[src/hdl/enigma_pkg.sv]
package enigma_pkg;

	localparam int SYM_W       = 6;
	localparam int TABLE_DEPTH = 64;
	localparam int IDX_W       = 8;

	typedef logic [SYM_W-1:0] symbol_t; // one symbol or one table entry
	typedef logic [IDX_W-1:0] load_idx_t; // rotor code in 7:6, entry in 5:0
	typedef logic [1:0]       sel_t;

	// new C entry i takes permuted entry C_SHUFFLE[i]
	localparam symbol_t C_SHUFFLE [0:TABLE_DEPTH-1] = '{
		6'd41, 6'd56, 6'd61, 6'd29, 6'd0,  6'd26, 6'd28, 6'd63,
		6'd34, 6'd19, 6'd36, 6'd46, 6'd23, 6'd54, 6'd44, 6'd7,
		6'd43, 6'd1,  6'd42, 6'd5,  6'd40, 6'd22, 6'd6,  6'd33,
		6'd21, 6'd58, 6'd13, 6'd51, 6'd53, 6'd24, 6'd37, 6'd32,
		6'd31, 6'd11, 6'd47, 6'd25, 6'd48, 6'd2,  6'd10, 6'd9,
		6'd4,  6'd52, 6'd55, 6'd17, 6'd8,  6'd62, 6'd16, 6'd50,
		6'd38, 6'd14, 6'd30, 6'd27, 6'd57, 6'd18, 6'd60, 6'd15,
		6'd49, 6'd59, 6'd20, 6'd12, 6'd39, 6'd3,  6'd35, 6'd45
	};

endpackage

[src/hdl/enigma_ctrl_pkg.sv]
package enigma_ctrl_pkg;

	typedef enum logic [1:0] {
		IDLE  = 2'd0,
		LOAD  = 2'd1,
		READY = 2'd2
	} ctrl_state_t;

	// rotor codes in load_idx[7:6], code 3 selects nothing
	localparam logic [1:0] ROT_A = 2'd0;
	localparam logic [1:0] ROT_B = 2'd1;
	localparam logic [1:0] ROT_C = 2'd2;

endpackage

[src/hdl/rotor_if.sv]
`timescale 1ns/1ns

interface rotor_if;

	enigma_pkg::symbol_t fwd_in;
	enigma_pkg::symbol_t fwd_out; // table[fwd_in]
	enigma_pkg::symbol_t inv_in;
	enigma_pkg::symbol_t inv_out; // index whose entry equals inv_in

	logic                we;
	enigma_pkg::symbol_t waddr;
	enigma_pkg::symbol_t wdata;

	logic                step; // one strobe per processed symbol

	modport user (
		output fwd_in,
		output inv_in,
		output we,
		output waddr,
		output wdata,
		output step,
		input  fwd_out,
		input  inv_out
	);

	modport rotor (
		input  fwd_in,
		input  inv_in,
		input  we,
		input  waddr,
		input  wdata,
		input  step,
		output fwd_out,
		output inv_out
	);

endinterface

[src/hdl/enigma_ctrl.sv]
`timescale 1ns/1ns

module enigma_ctrl (
	input  logic clk,
	input  logic srstn,
	input  logic load_i,
	output logic load_en_o,
	output logic run_o
);

	enigma_ctrl_pkg::ctrl_state_t state, state_nx;

	always_ff @(posedge clk) begin
		if (!srstn) begin
			state <= enigma_ctrl_pkg::IDLE;
		end else begin
			state <= state_nx;
		end
	end

	always_comb begin
		state_nx = state;
		case (state)
			enigma_ctrl_pkg::IDLE: begin
				if (load_i)
					state_nx = enigma_ctrl_pkg::LOAD;
			end
			enigma_ctrl_pkg::LOAD: begin
				if (!load_i)
					state_nx = enigma_ctrl_pkg::READY; // load fell, tables done
			end
			enigma_ctrl_pkg::READY: begin
				state_nx = enigma_ctrl_pkg::READY; // only reset leaves
			end
			default: begin
				state_nx = enigma_ctrl_pkg::IDLE;
			end
		endcase
	end

	// writes are accepted in IDLE too, so the first loaded entry is not lost
	assign load_en_o = (state == enigma_ctrl_pkg::IDLE) || (state == enigma_ctrl_pkg::LOAD);
	assign run_o     = (state == enigma_ctrl_pkg::READY);

endmodule

[src/hdl/rotor_shift.sv]
`timescale 1ns/1ns

module rotor_shift #(
	parameter int STEP_EVERY = 1
) (
	input  logic clk,
	input  logic srstn,
	rotor_if.rotor rot
);

	localparam int CNT_W = (STEP_EVERY > 1) ? $clog2(STEP_EVERY) : 1;

	enigma_pkg::symbol_t tbl [0:enigma_pkg::TABLE_DEPTH-1];

	logic [CNT_W-1:0] step_cnt;
	logic             rotate;

	assign rotate = rot.step && (step_cnt == CNT_W'(STEP_EVERY - 1));

	// symbol divider, 1 for A and 2 for B
	always_ff @(posedge clk) begin
		if (!srstn) begin
			step_cnt <= '0;
		end else if (rot.step) begin
			if (rotate)
				step_cnt <= '0;
			else
				step_cnt <= step_cnt + 1'b1;
		end
	end

	always_ff @(posedge clk) begin
		if (rot.we) begin
			tbl[rot.waddr] <= rot.wdata;
		end else if (rotate) begin
			// entry j moves to j+1, 63 wraps to 0
			for (int i = 0; i < enigma_pkg::TABLE_DEPTH; i++) begin
				tbl[(i + 1) % enigma_pkg::TABLE_DEPTH] <= tbl[i];
			end
		end
	end

	assign rot.fwd_out = tbl[rot.fwd_in];

	always_comb begin
		rot.inv_out = '0;
		for (int i = 0; i < enigma_pkg::TABLE_DEPTH; i++) begin
			if (tbl[i] == rot.inv_in)
				rot.inv_out = enigma_pkg::symbol_t'(i); // tables are permutations
		end
	end

endmodule

[src/hdl/rotor_perm.sv]
`timescale 1ns/1ns

module rotor_perm (
	input  logic             clk,
	input  enigma_pkg::sel_t sel_i,
	rotor_if.rotor           rot
);

	enigma_pkg::symbol_t tbl  [0:enigma_pkg::TABLE_DEPTH-1];
	enigma_pkg::symbol_t perm [0:enigma_pkg::TABLE_DEPTH-1];
	enigma_pkg::symbol_t tbl_nx [0:enigma_pkg::TABLE_DEPTH-1];
	enigma_pkg::symbol_t grp_mask;

	// 0 keep, 1 swap neighbours, 2 swap pairs, 3 reverse
	// each case is an xor of the low two index bits
	assign grp_mask = {4'b0000, sel_i};

	always_comb begin
		for (int i = 0; i < enigma_pkg::TABLE_DEPTH; i++) begin
			perm[i] = tbl[enigma_pkg::symbol_t'(i) ^ grp_mask];
		end
	end

	always_comb begin
		for (int i = 0; i < enigma_pkg::TABLE_DEPTH; i++) begin
			tbl_nx[i] = perm[enigma_pkg::C_SHUFFLE[i]];
		end
	end

	always_ff @(posedge clk) begin
		if (rot.we) begin
			tbl[rot.waddr] <= rot.wdata;
		end else if (rot.step) begin
			for (int i = 0; i < enigma_pkg::TABLE_DEPTH; i++) begin
				tbl[i] <= tbl_nx[i];
			end
		end
	end

	assign rot.fwd_out = tbl[rot.fwd_in];

	always_comb begin
		rot.inv_out = '0;
		for (int i = 0; i < enigma_pkg::TABLE_DEPTH; i++) begin
			if (tbl[i] == rot.inv_in)
				rot.inv_out = enigma_pkg::symbol_t'(i);
		end
	end

endmodule

[src/hdl/enigma_datapath.sv]
`timescale 1ns/1ns

module enigma_datapath (
	input  logic                  clk,
	input  logic                  srstn,
	input  logic                  load_en_i,
	input  logic                  run_i,
	input  logic                  load_i,
	input  logic                  encrypt_i,
	input  logic                  crypt_mode_i,
	input  enigma_pkg::load_idx_t load_idx_i,
	input  enigma_pkg::symbol_t   code_in_i,
	rotor_if.user                 rot_a,
	rotor_if.user                 rot_b,
	rotor_if.user                 rot_c,
	output enigma_pkg::sel_t      sel_o,
	output enigma_pkg::symbol_t   code_out_o,
	output logic                  code_valid_o
);

	logic                wr;
	logic [1:0]          wr_rot;
	logic                accept;
	enigma_pkg::symbol_t refl;

	assign wr     = load_en_i && load_i;
	assign wr_rot = load_idx_i[7:6];
	assign accept = run_i && encrypt_i;

	assign rot_a.we = wr && (wr_rot == enigma_ctrl_pkg::ROT_A);
	assign rot_b.we = wr && (wr_rot == enigma_ctrl_pkg::ROT_B);
	assign rot_c.we = wr && (wr_rot == enigma_ctrl_pkg::ROT_C);

	assign rot_a.waddr = load_idx_i[5:0];
	assign rot_b.waddr = load_idx_i[5:0];
	assign rot_c.waddr = load_idx_i[5:0];
	assign rot_a.wdata = code_in_i;
	assign rot_b.wdata = code_in_i;
	assign rot_c.wdata = code_in_i;

	// forward A -> B -> C
	assign rot_a.fwd_in = code_in_i;
	assign rot_b.fwd_in = rot_a.fwd_out;
	assign rot_c.fwd_in = rot_b.fwd_out;

	assign refl = ~rot_c.fwd_out; // 63 - x

	// back C -> B -> A
	assign rot_c.inv_in = refl;
	assign rot_b.inv_in = rot_c.inv_out;
	assign rot_a.inv_in = rot_b.inv_out;

	// decrypt sees the swapped pair, so C permutes the same way both ways
	assign sel_o = crypt_mode_i ? refl[1:0] : rot_c.fwd_out[1:0];

	assign rot_a.step = accept;
	assign rot_b.step = accept;
	assign rot_c.step = accept;

	always_ff @(posedge clk) begin
		if (!srstn) begin
			code_valid_o <= 1'b0;
		end else begin
			code_valid_o <= accept;
		end
	end

	always_ff @(posedge clk) begin
		if (accept)
			code_out_o <= rot_a.inv_out; // held while valid low
	end

endmodule

[src/hdl/enigma_top.sv]
`timescale 1ns/1ns

module enigma_top (
	input  logic                         clk,
	input  logic                         srstn,
	input  logic                         load_i,
	input  logic                         encrypt_i,
	input  logic                         crypt_mode_i,
	input  logic [enigma_pkg::IDX_W-1:0] load_idx_i,
	input  logic [enigma_pkg::SYM_W-1:0] code_in_i,
	output logic [enigma_pkg::SYM_W-1:0] code_out_o,
	output logic                         code_valid_o
);

	logic             load_en;
	logic             run;
	enigma_pkg::sel_t sel;

	rotor_if rot_a_if ();
	rotor_if rot_b_if ();
	rotor_if rot_c_if ();

	enigma_ctrl i_enigma_ctrl (
		.clk       (clk),
		.srstn     (srstn),
		.load_i    (load_i),
		.load_en_o (load_en),
		.run_o     (run)
	);

	enigma_datapath i_enigma_datapath (
		.clk          (clk),
		.srstn        (srstn),
		.load_en_i    (load_en),
		.run_i        (run),
		.load_i       (load_i),
		.encrypt_i    (encrypt_i),
		.crypt_mode_i (crypt_mode_i),
		.load_idx_i   (load_idx_i),
		.code_in_i    (code_in_i),
		.rot_a        (rot_a_if),
		.rot_b        (rot_b_if),
		.rot_c        (rot_c_if),
		.sel_o        (sel),
		.code_out_o   (code_out_o),
		.code_valid_o (code_valid_o)
	);

	// A steps every symbol
	rotor_shift #(
		.STEP_EVERY (1)
	) i_rotor_a (
		.clk   (clk),
		.srstn (srstn),
		.rot   (rot_a_if)
	);

	// B every second symbol
	rotor_shift #(
		.STEP_EVERY (2)
	) i_rotor_b (
		.clk   (clk),
		.srstn (srstn),
		.rot   (rot_b_if)
	);

	rotor_perm i_rotor_c (
		.clk   (clk),
		.sel_i (sel),
		.rot   (rot_c_if)
	);

endmodule

[config.mk]
export PLATFORM = sky130hd
export DESIGN_NAME = enigma_top
export DESIGN_NICKNAME = d
export VERILOG_FILES = /design/src/hdl/enigma_pkg.sv /design/src/hdl/enigma_ctrl_pkg.sv /design/src/hdl/rotor_if.sv /design/src/hdl/enigma_ctrl.sv /design/src/hdl/rotor_shift.sv /design/src/hdl/rotor_perm.sv /design/src/hdl/enigma_datapath.sv /design/src/hdl/enigma_top.sv
export SDC_FILE = /design/constraint.sdc
export NUM_CORES = 2
export LEC_CHECK = 0
export BUFFER_PORTS_ARGS = -buffer_cell sky130_fd_sc_hd__buf_2
export CAP_MARGIN = 20
export CORE_ASPECT_RATIO = 1.2
export CORE_MARGIN = 2
export CORE_UTILIZATION = 50
export CTS_BUF_LIST = sky130_fd_sc_hd__clkbuf_4 sky130_fd_sc_hd__clkbuf_8
export DETAILED_ROUTE_END_ITERATION = 7
export HOLD_SLACK_MARGIN = 0.02
export MAX_ROUTING_LAYER = met4
export PLACE_DENSITY = 0.62
export SLEW_MARGIN = 20
export SYNTH_ARGS = -nofsm -noshare
export SYNTH_HDL_FRONTEND = slang
export SYNTH_HIERARCHICAL = 1
export SYNTH_SLANG_ARGS = --single-unit
[constraint.sdc]
create_clock -name clk -period 16.1 [get_ports clk]
set_clock_uncertainty 0.15 [all_clocks]
set_input_delay 0.805 -clock clk [delete_from_list [all_inputs] [get_ports clk]]
set_output_delay 0.805 -clock clk [all_outputs]
set_load 0.05 [all_outputs]
==> results by group <==
Clocking
  – H-tree levels: 4
  – Clock Sinks: roughly 1,200
  – Clock Path Buffers: 3
  – CTS tree: yes
  – Clock Latency Late Sink: roughly 1.0 ns
  – Root buffer cell: clkbuf_8
  – Reg clk slew, reported paths: 0.07 ns
  – CTS Buf Count: 200
  – Post-CTS sizing: 0
  – Postcts setup bufs: 0

STA
  – Period minus WS final: 15.41 ns
  – RSZ-0062 raised after global routing: false
  – Fin crit share: 95.7%
  – Final setup vio count: 0
  – Hold WS: 0.334 ns
  – Fin. max-slew vios: 0
  – Final Worst Setup Slack: 0.694 ns
  – Relative slew slack: 23.4%
  – Final hold viol count: 0
  – Worst-Margin Slew: 1.14 ns
  – Highest clock rate: 0.0649 GHz

Placement
  – Dpl hpwl: approximately 210 mm
  – Port Buffers: 25
  – Placed cells: ~8,100
  – Placed cell area: 82,100 um^2
  – Pre-CTS WS: -0.150 ns
  – GPL Wtd Cong: 1.08

Floorplan
  – Top Ports: 26
  – Chip Height: 443 um
  – Die width: 370 um
  – Die area: about 160,000 um^2
  – Core Area: 160,000 um^2
  – Starting Density: 50.2%
  – Num rows: 161

Logic synthesis
  – Post-synthesis register bit count: approximately 1,200
  – Prevailing post-synth register cell: edfxtp_1
  – Synth warnings: 6
  – Synthesized area: around 80,000 um^2
  – Syn Area/Cell: approximately 12 um^2
  – Synth async-reset ratio: 0%
  – Post-synthesis net count: 6,455
  – EDFF count, synth: around 1,200
  – Yosys cell types: 69
  – Sequential cell area fraction in the yosys report: between 40 and 50%
  – Post-Synthesis Cells: 6,432

Hold path
  – Min-Delay Path Class: flip-flop to flip-flop
  – Worst Hold Depth: 2
  – Worst Hold Launch: i_enigma_ctrl/state[1]$_SDFFE_PN0P_
  – Hold Path End: i_enigma_ctrl/state[1]$_SDFFE_PN0P_

Setup path
  – FF-to-FF End: i_enigma_datapath/code_out_o[3]$_DFFE_PP_
  – RR Startpoint: i_rotor_a/tbl[45][1]$_DFFE_PP_
  – Critical path endpoint category: flip-flop
  – Reg2Reg Setup Slack: 0.98 ns
  – Max FO, Critical Path: 55
  – CP Launch Point: code_in_i[0]
  – WP data required: 16.71 ns
  – Slowest cell on crit path: mux4_4
  – Critical Path AT: ~16 ns
  – Crit-path most repeated cell: mux4_2
  – Worst setup SP type: primary input
  – Reg2reg path depth: 40
  – Path type of the worst setup path: primary input to flip-flop
  – Slowest stage delay, CP: 1.06 ns

GRT
  – Vias in the first global route: 57,600
  – Met2 usage: approximately three fifths
  – Met1 Usage GRT: 43.6%
  – Tot GR Track Use: 37.3%
  – Gr busiest metal: met2
  – Largest net degree at the start of global routing: 252
  – Initial antenna violation count: 13
  – GRT overflow: 0
  – First-pass GRT wire length: 427 mm
  – Met3 Track Usage GR: around 7.4%

Drt
  – DRC: 0
  – WL final: roughly 300 mm
  – DRT Pass-1 Iters: 6
  – Post-route ant nets: 0
  – Routed WL per cell: approximately 35 um
  – Vias per Instance: 6.92
  – Vias: 59,000
  – Drt initial violations: 7,534

Cells and area
  – Synth-to-layout area growth: 7.54%
  – Commonest non-fill, non-tap cell in the layout: edfxtp_1
  – Most frequent cells in the layout: 1,158 x edfxtp_1, 898 x nand2_1, 770 x a21o_1, 746 x mux4_2, 578 x xnor2_1
  – Final Cell Area: approximately 86,000 um^2
  – Cell Count, Final, Fillers Out: ~8,500
  – Final #Nets: 6,243
  – Layout cells sized above 1: 21.3%

Run
  – MaxCap Viol Count: 0

Status
  – Status: complete, no violations
-- stage by stage --
step,util [%],TNS [ns]
floorplan,-,0
global placement,51.3,-0.0306
detailed placement,51.3,-0.653
CTS,53.9,0
global route,53.9,0
finish,53.9,0
-- registers in the layout, summed over array words and instances (netlist names) --
register,flops
i_rotor_a/tbl,384
i_rotor_a/step_cnt,1
i_rotor_c/tbl,384
i_rotor_b/tbl,384
i_rotor_b/step_cnt,1
i_enigma_datapath/code_out_o,6
i_enigma_datapath/code_valid_o,1
i_enigma_ctrl/state,2
-- Yosys cell counts, types with 5 or more instances --
cell type  instances  area share, %
or3_1              8          0.062
a211o_1            7          0.076
o22ai_1            9          0.070
o21ai_1           61           0.38
buf_2             75           0.47
nand3b_1          16           0.15
clkbuf_1         298            1.4
buf_6             22           0.31
nor2b_1           25           0.19
or2_1              5          0.039
nor3_1            74           0.46
a21o_1           770            7.2
nor4_1           108           0.84
inv_1             18          0.084
xor2_1           559            6.1
dfxtp_1            5           0.12
o21a_1             5          0.047
buf_4            131            1.2
and2_1            22           0.17
mux2_2             6          0.084
a311oi_1          10           0.11
or2_2             16           0.12
a211oi_1           6          0.056
o31ai_1           10          0.094
buf_1            124           0.58
mux2i_1            8           0.10
nand4_1           97           0.76
nor2_1            90           0.42
a21oi_1           35           0.22
o211ai_1          18           0.17
xnor2_1          578            6.3
nand3_1          112           0.70
o21ai_0          177            1.1
and4_1             5          0.055
and3_1            20           0.16
nand2_1          906            4.2
mux4_2           750             21
edfxtp_1        1158             43
a31oi_1           12          0.094
nand2b_1          15           0.12
-- layer usage --
layer	vias up	wire [um]
met5	-	0
met3	1145	27900
li1	23900	-
met2	3906	142000
met1	30000	103000
met4	0	26100
-- kinds of logic (layout without fill, tap and decap cells) --
logic type | after synthesis | count (layout) | share of synthesized area, %
xor gates and xnor gates | 1137 | 1137 | 12.4
and+or+nand+nor | 1541 | 1541 | 8.74
adders and majority gates | 4 | 4 | 0.0624
AOI/OAI and AO/OA | 1154 | 1154 | 10.0
buffers and inverters | 668 | 628 | 4.06
other | 0 | 16 | 0
DFF | 1163 | 1163 | 43.5
muxes | 765 | 765 | 21.3
-- critical path, delay by kind of cell --
| family | cells | cell delay (ns) |
|---|---|---|
| muxes | 9 | 5.77 |
| AOI/OAI and AO/OA | 13 | 3.54 |
| buffers and inverters | 9 | 3.11 |
| and+or+nand+nor | 8 | 2.11 |
| xor gates and xnor gates | 3 | 0.41 |
-- worst max-delay path by stage --
stage | to | depth (start not counted) | slack [ns]
2_1_floorplan | i_enigma_datapath/code_out_o[0]$_DFFE_PP_ | 55 | 3.26
3_3_place_gp | i_enigma_datapath/code_out_o[1]$_DFFE_PP_ | 41 | -0.03
3_5_place_dp | i_enigma_datapath/code_out_o[1]$_DFFE_PP_ | 41 | -0.15
4_1_cts | i_enigma_datapath/code_out_o[1]$_DFFE_PP_ | 41 | 0.92
5_1_grt | i_enigma_datapath/code_out_o[0]$_DFFE_PP_ | 40 | 0.53
6_report | i_enigma_datapath/code_out_o[3]$_DFFE_PP_ | 42 | 0.69
-- final cells by class --
| type | count | area [um^2] |
|---|---|---|
| clock buffers | 261 | 3220 |
| diodes | 16 | 40.0 |
| inverters | 18 | 80.1 |
| clock inverters | 113 | 823 |
| well taps | 2119 | 2650 |
| multi-input cells | 4601 | 42400 |
| repair buffers | 236 | 2230 |
| flip-flops and latches | 1163 | 34900 |
| fillers | 13700 | 73700 |
-- repair_timing --
item | 4_1_cts | 5_1_grt
hold endpoints to repair | 5 | 0
hold buffers | 4 | 0
endpoints found under the setup margin | 0 | 0
Power is not shown: default switching activity piles up to over one toggle a cycle in this logic, so the estimate is an artifact.
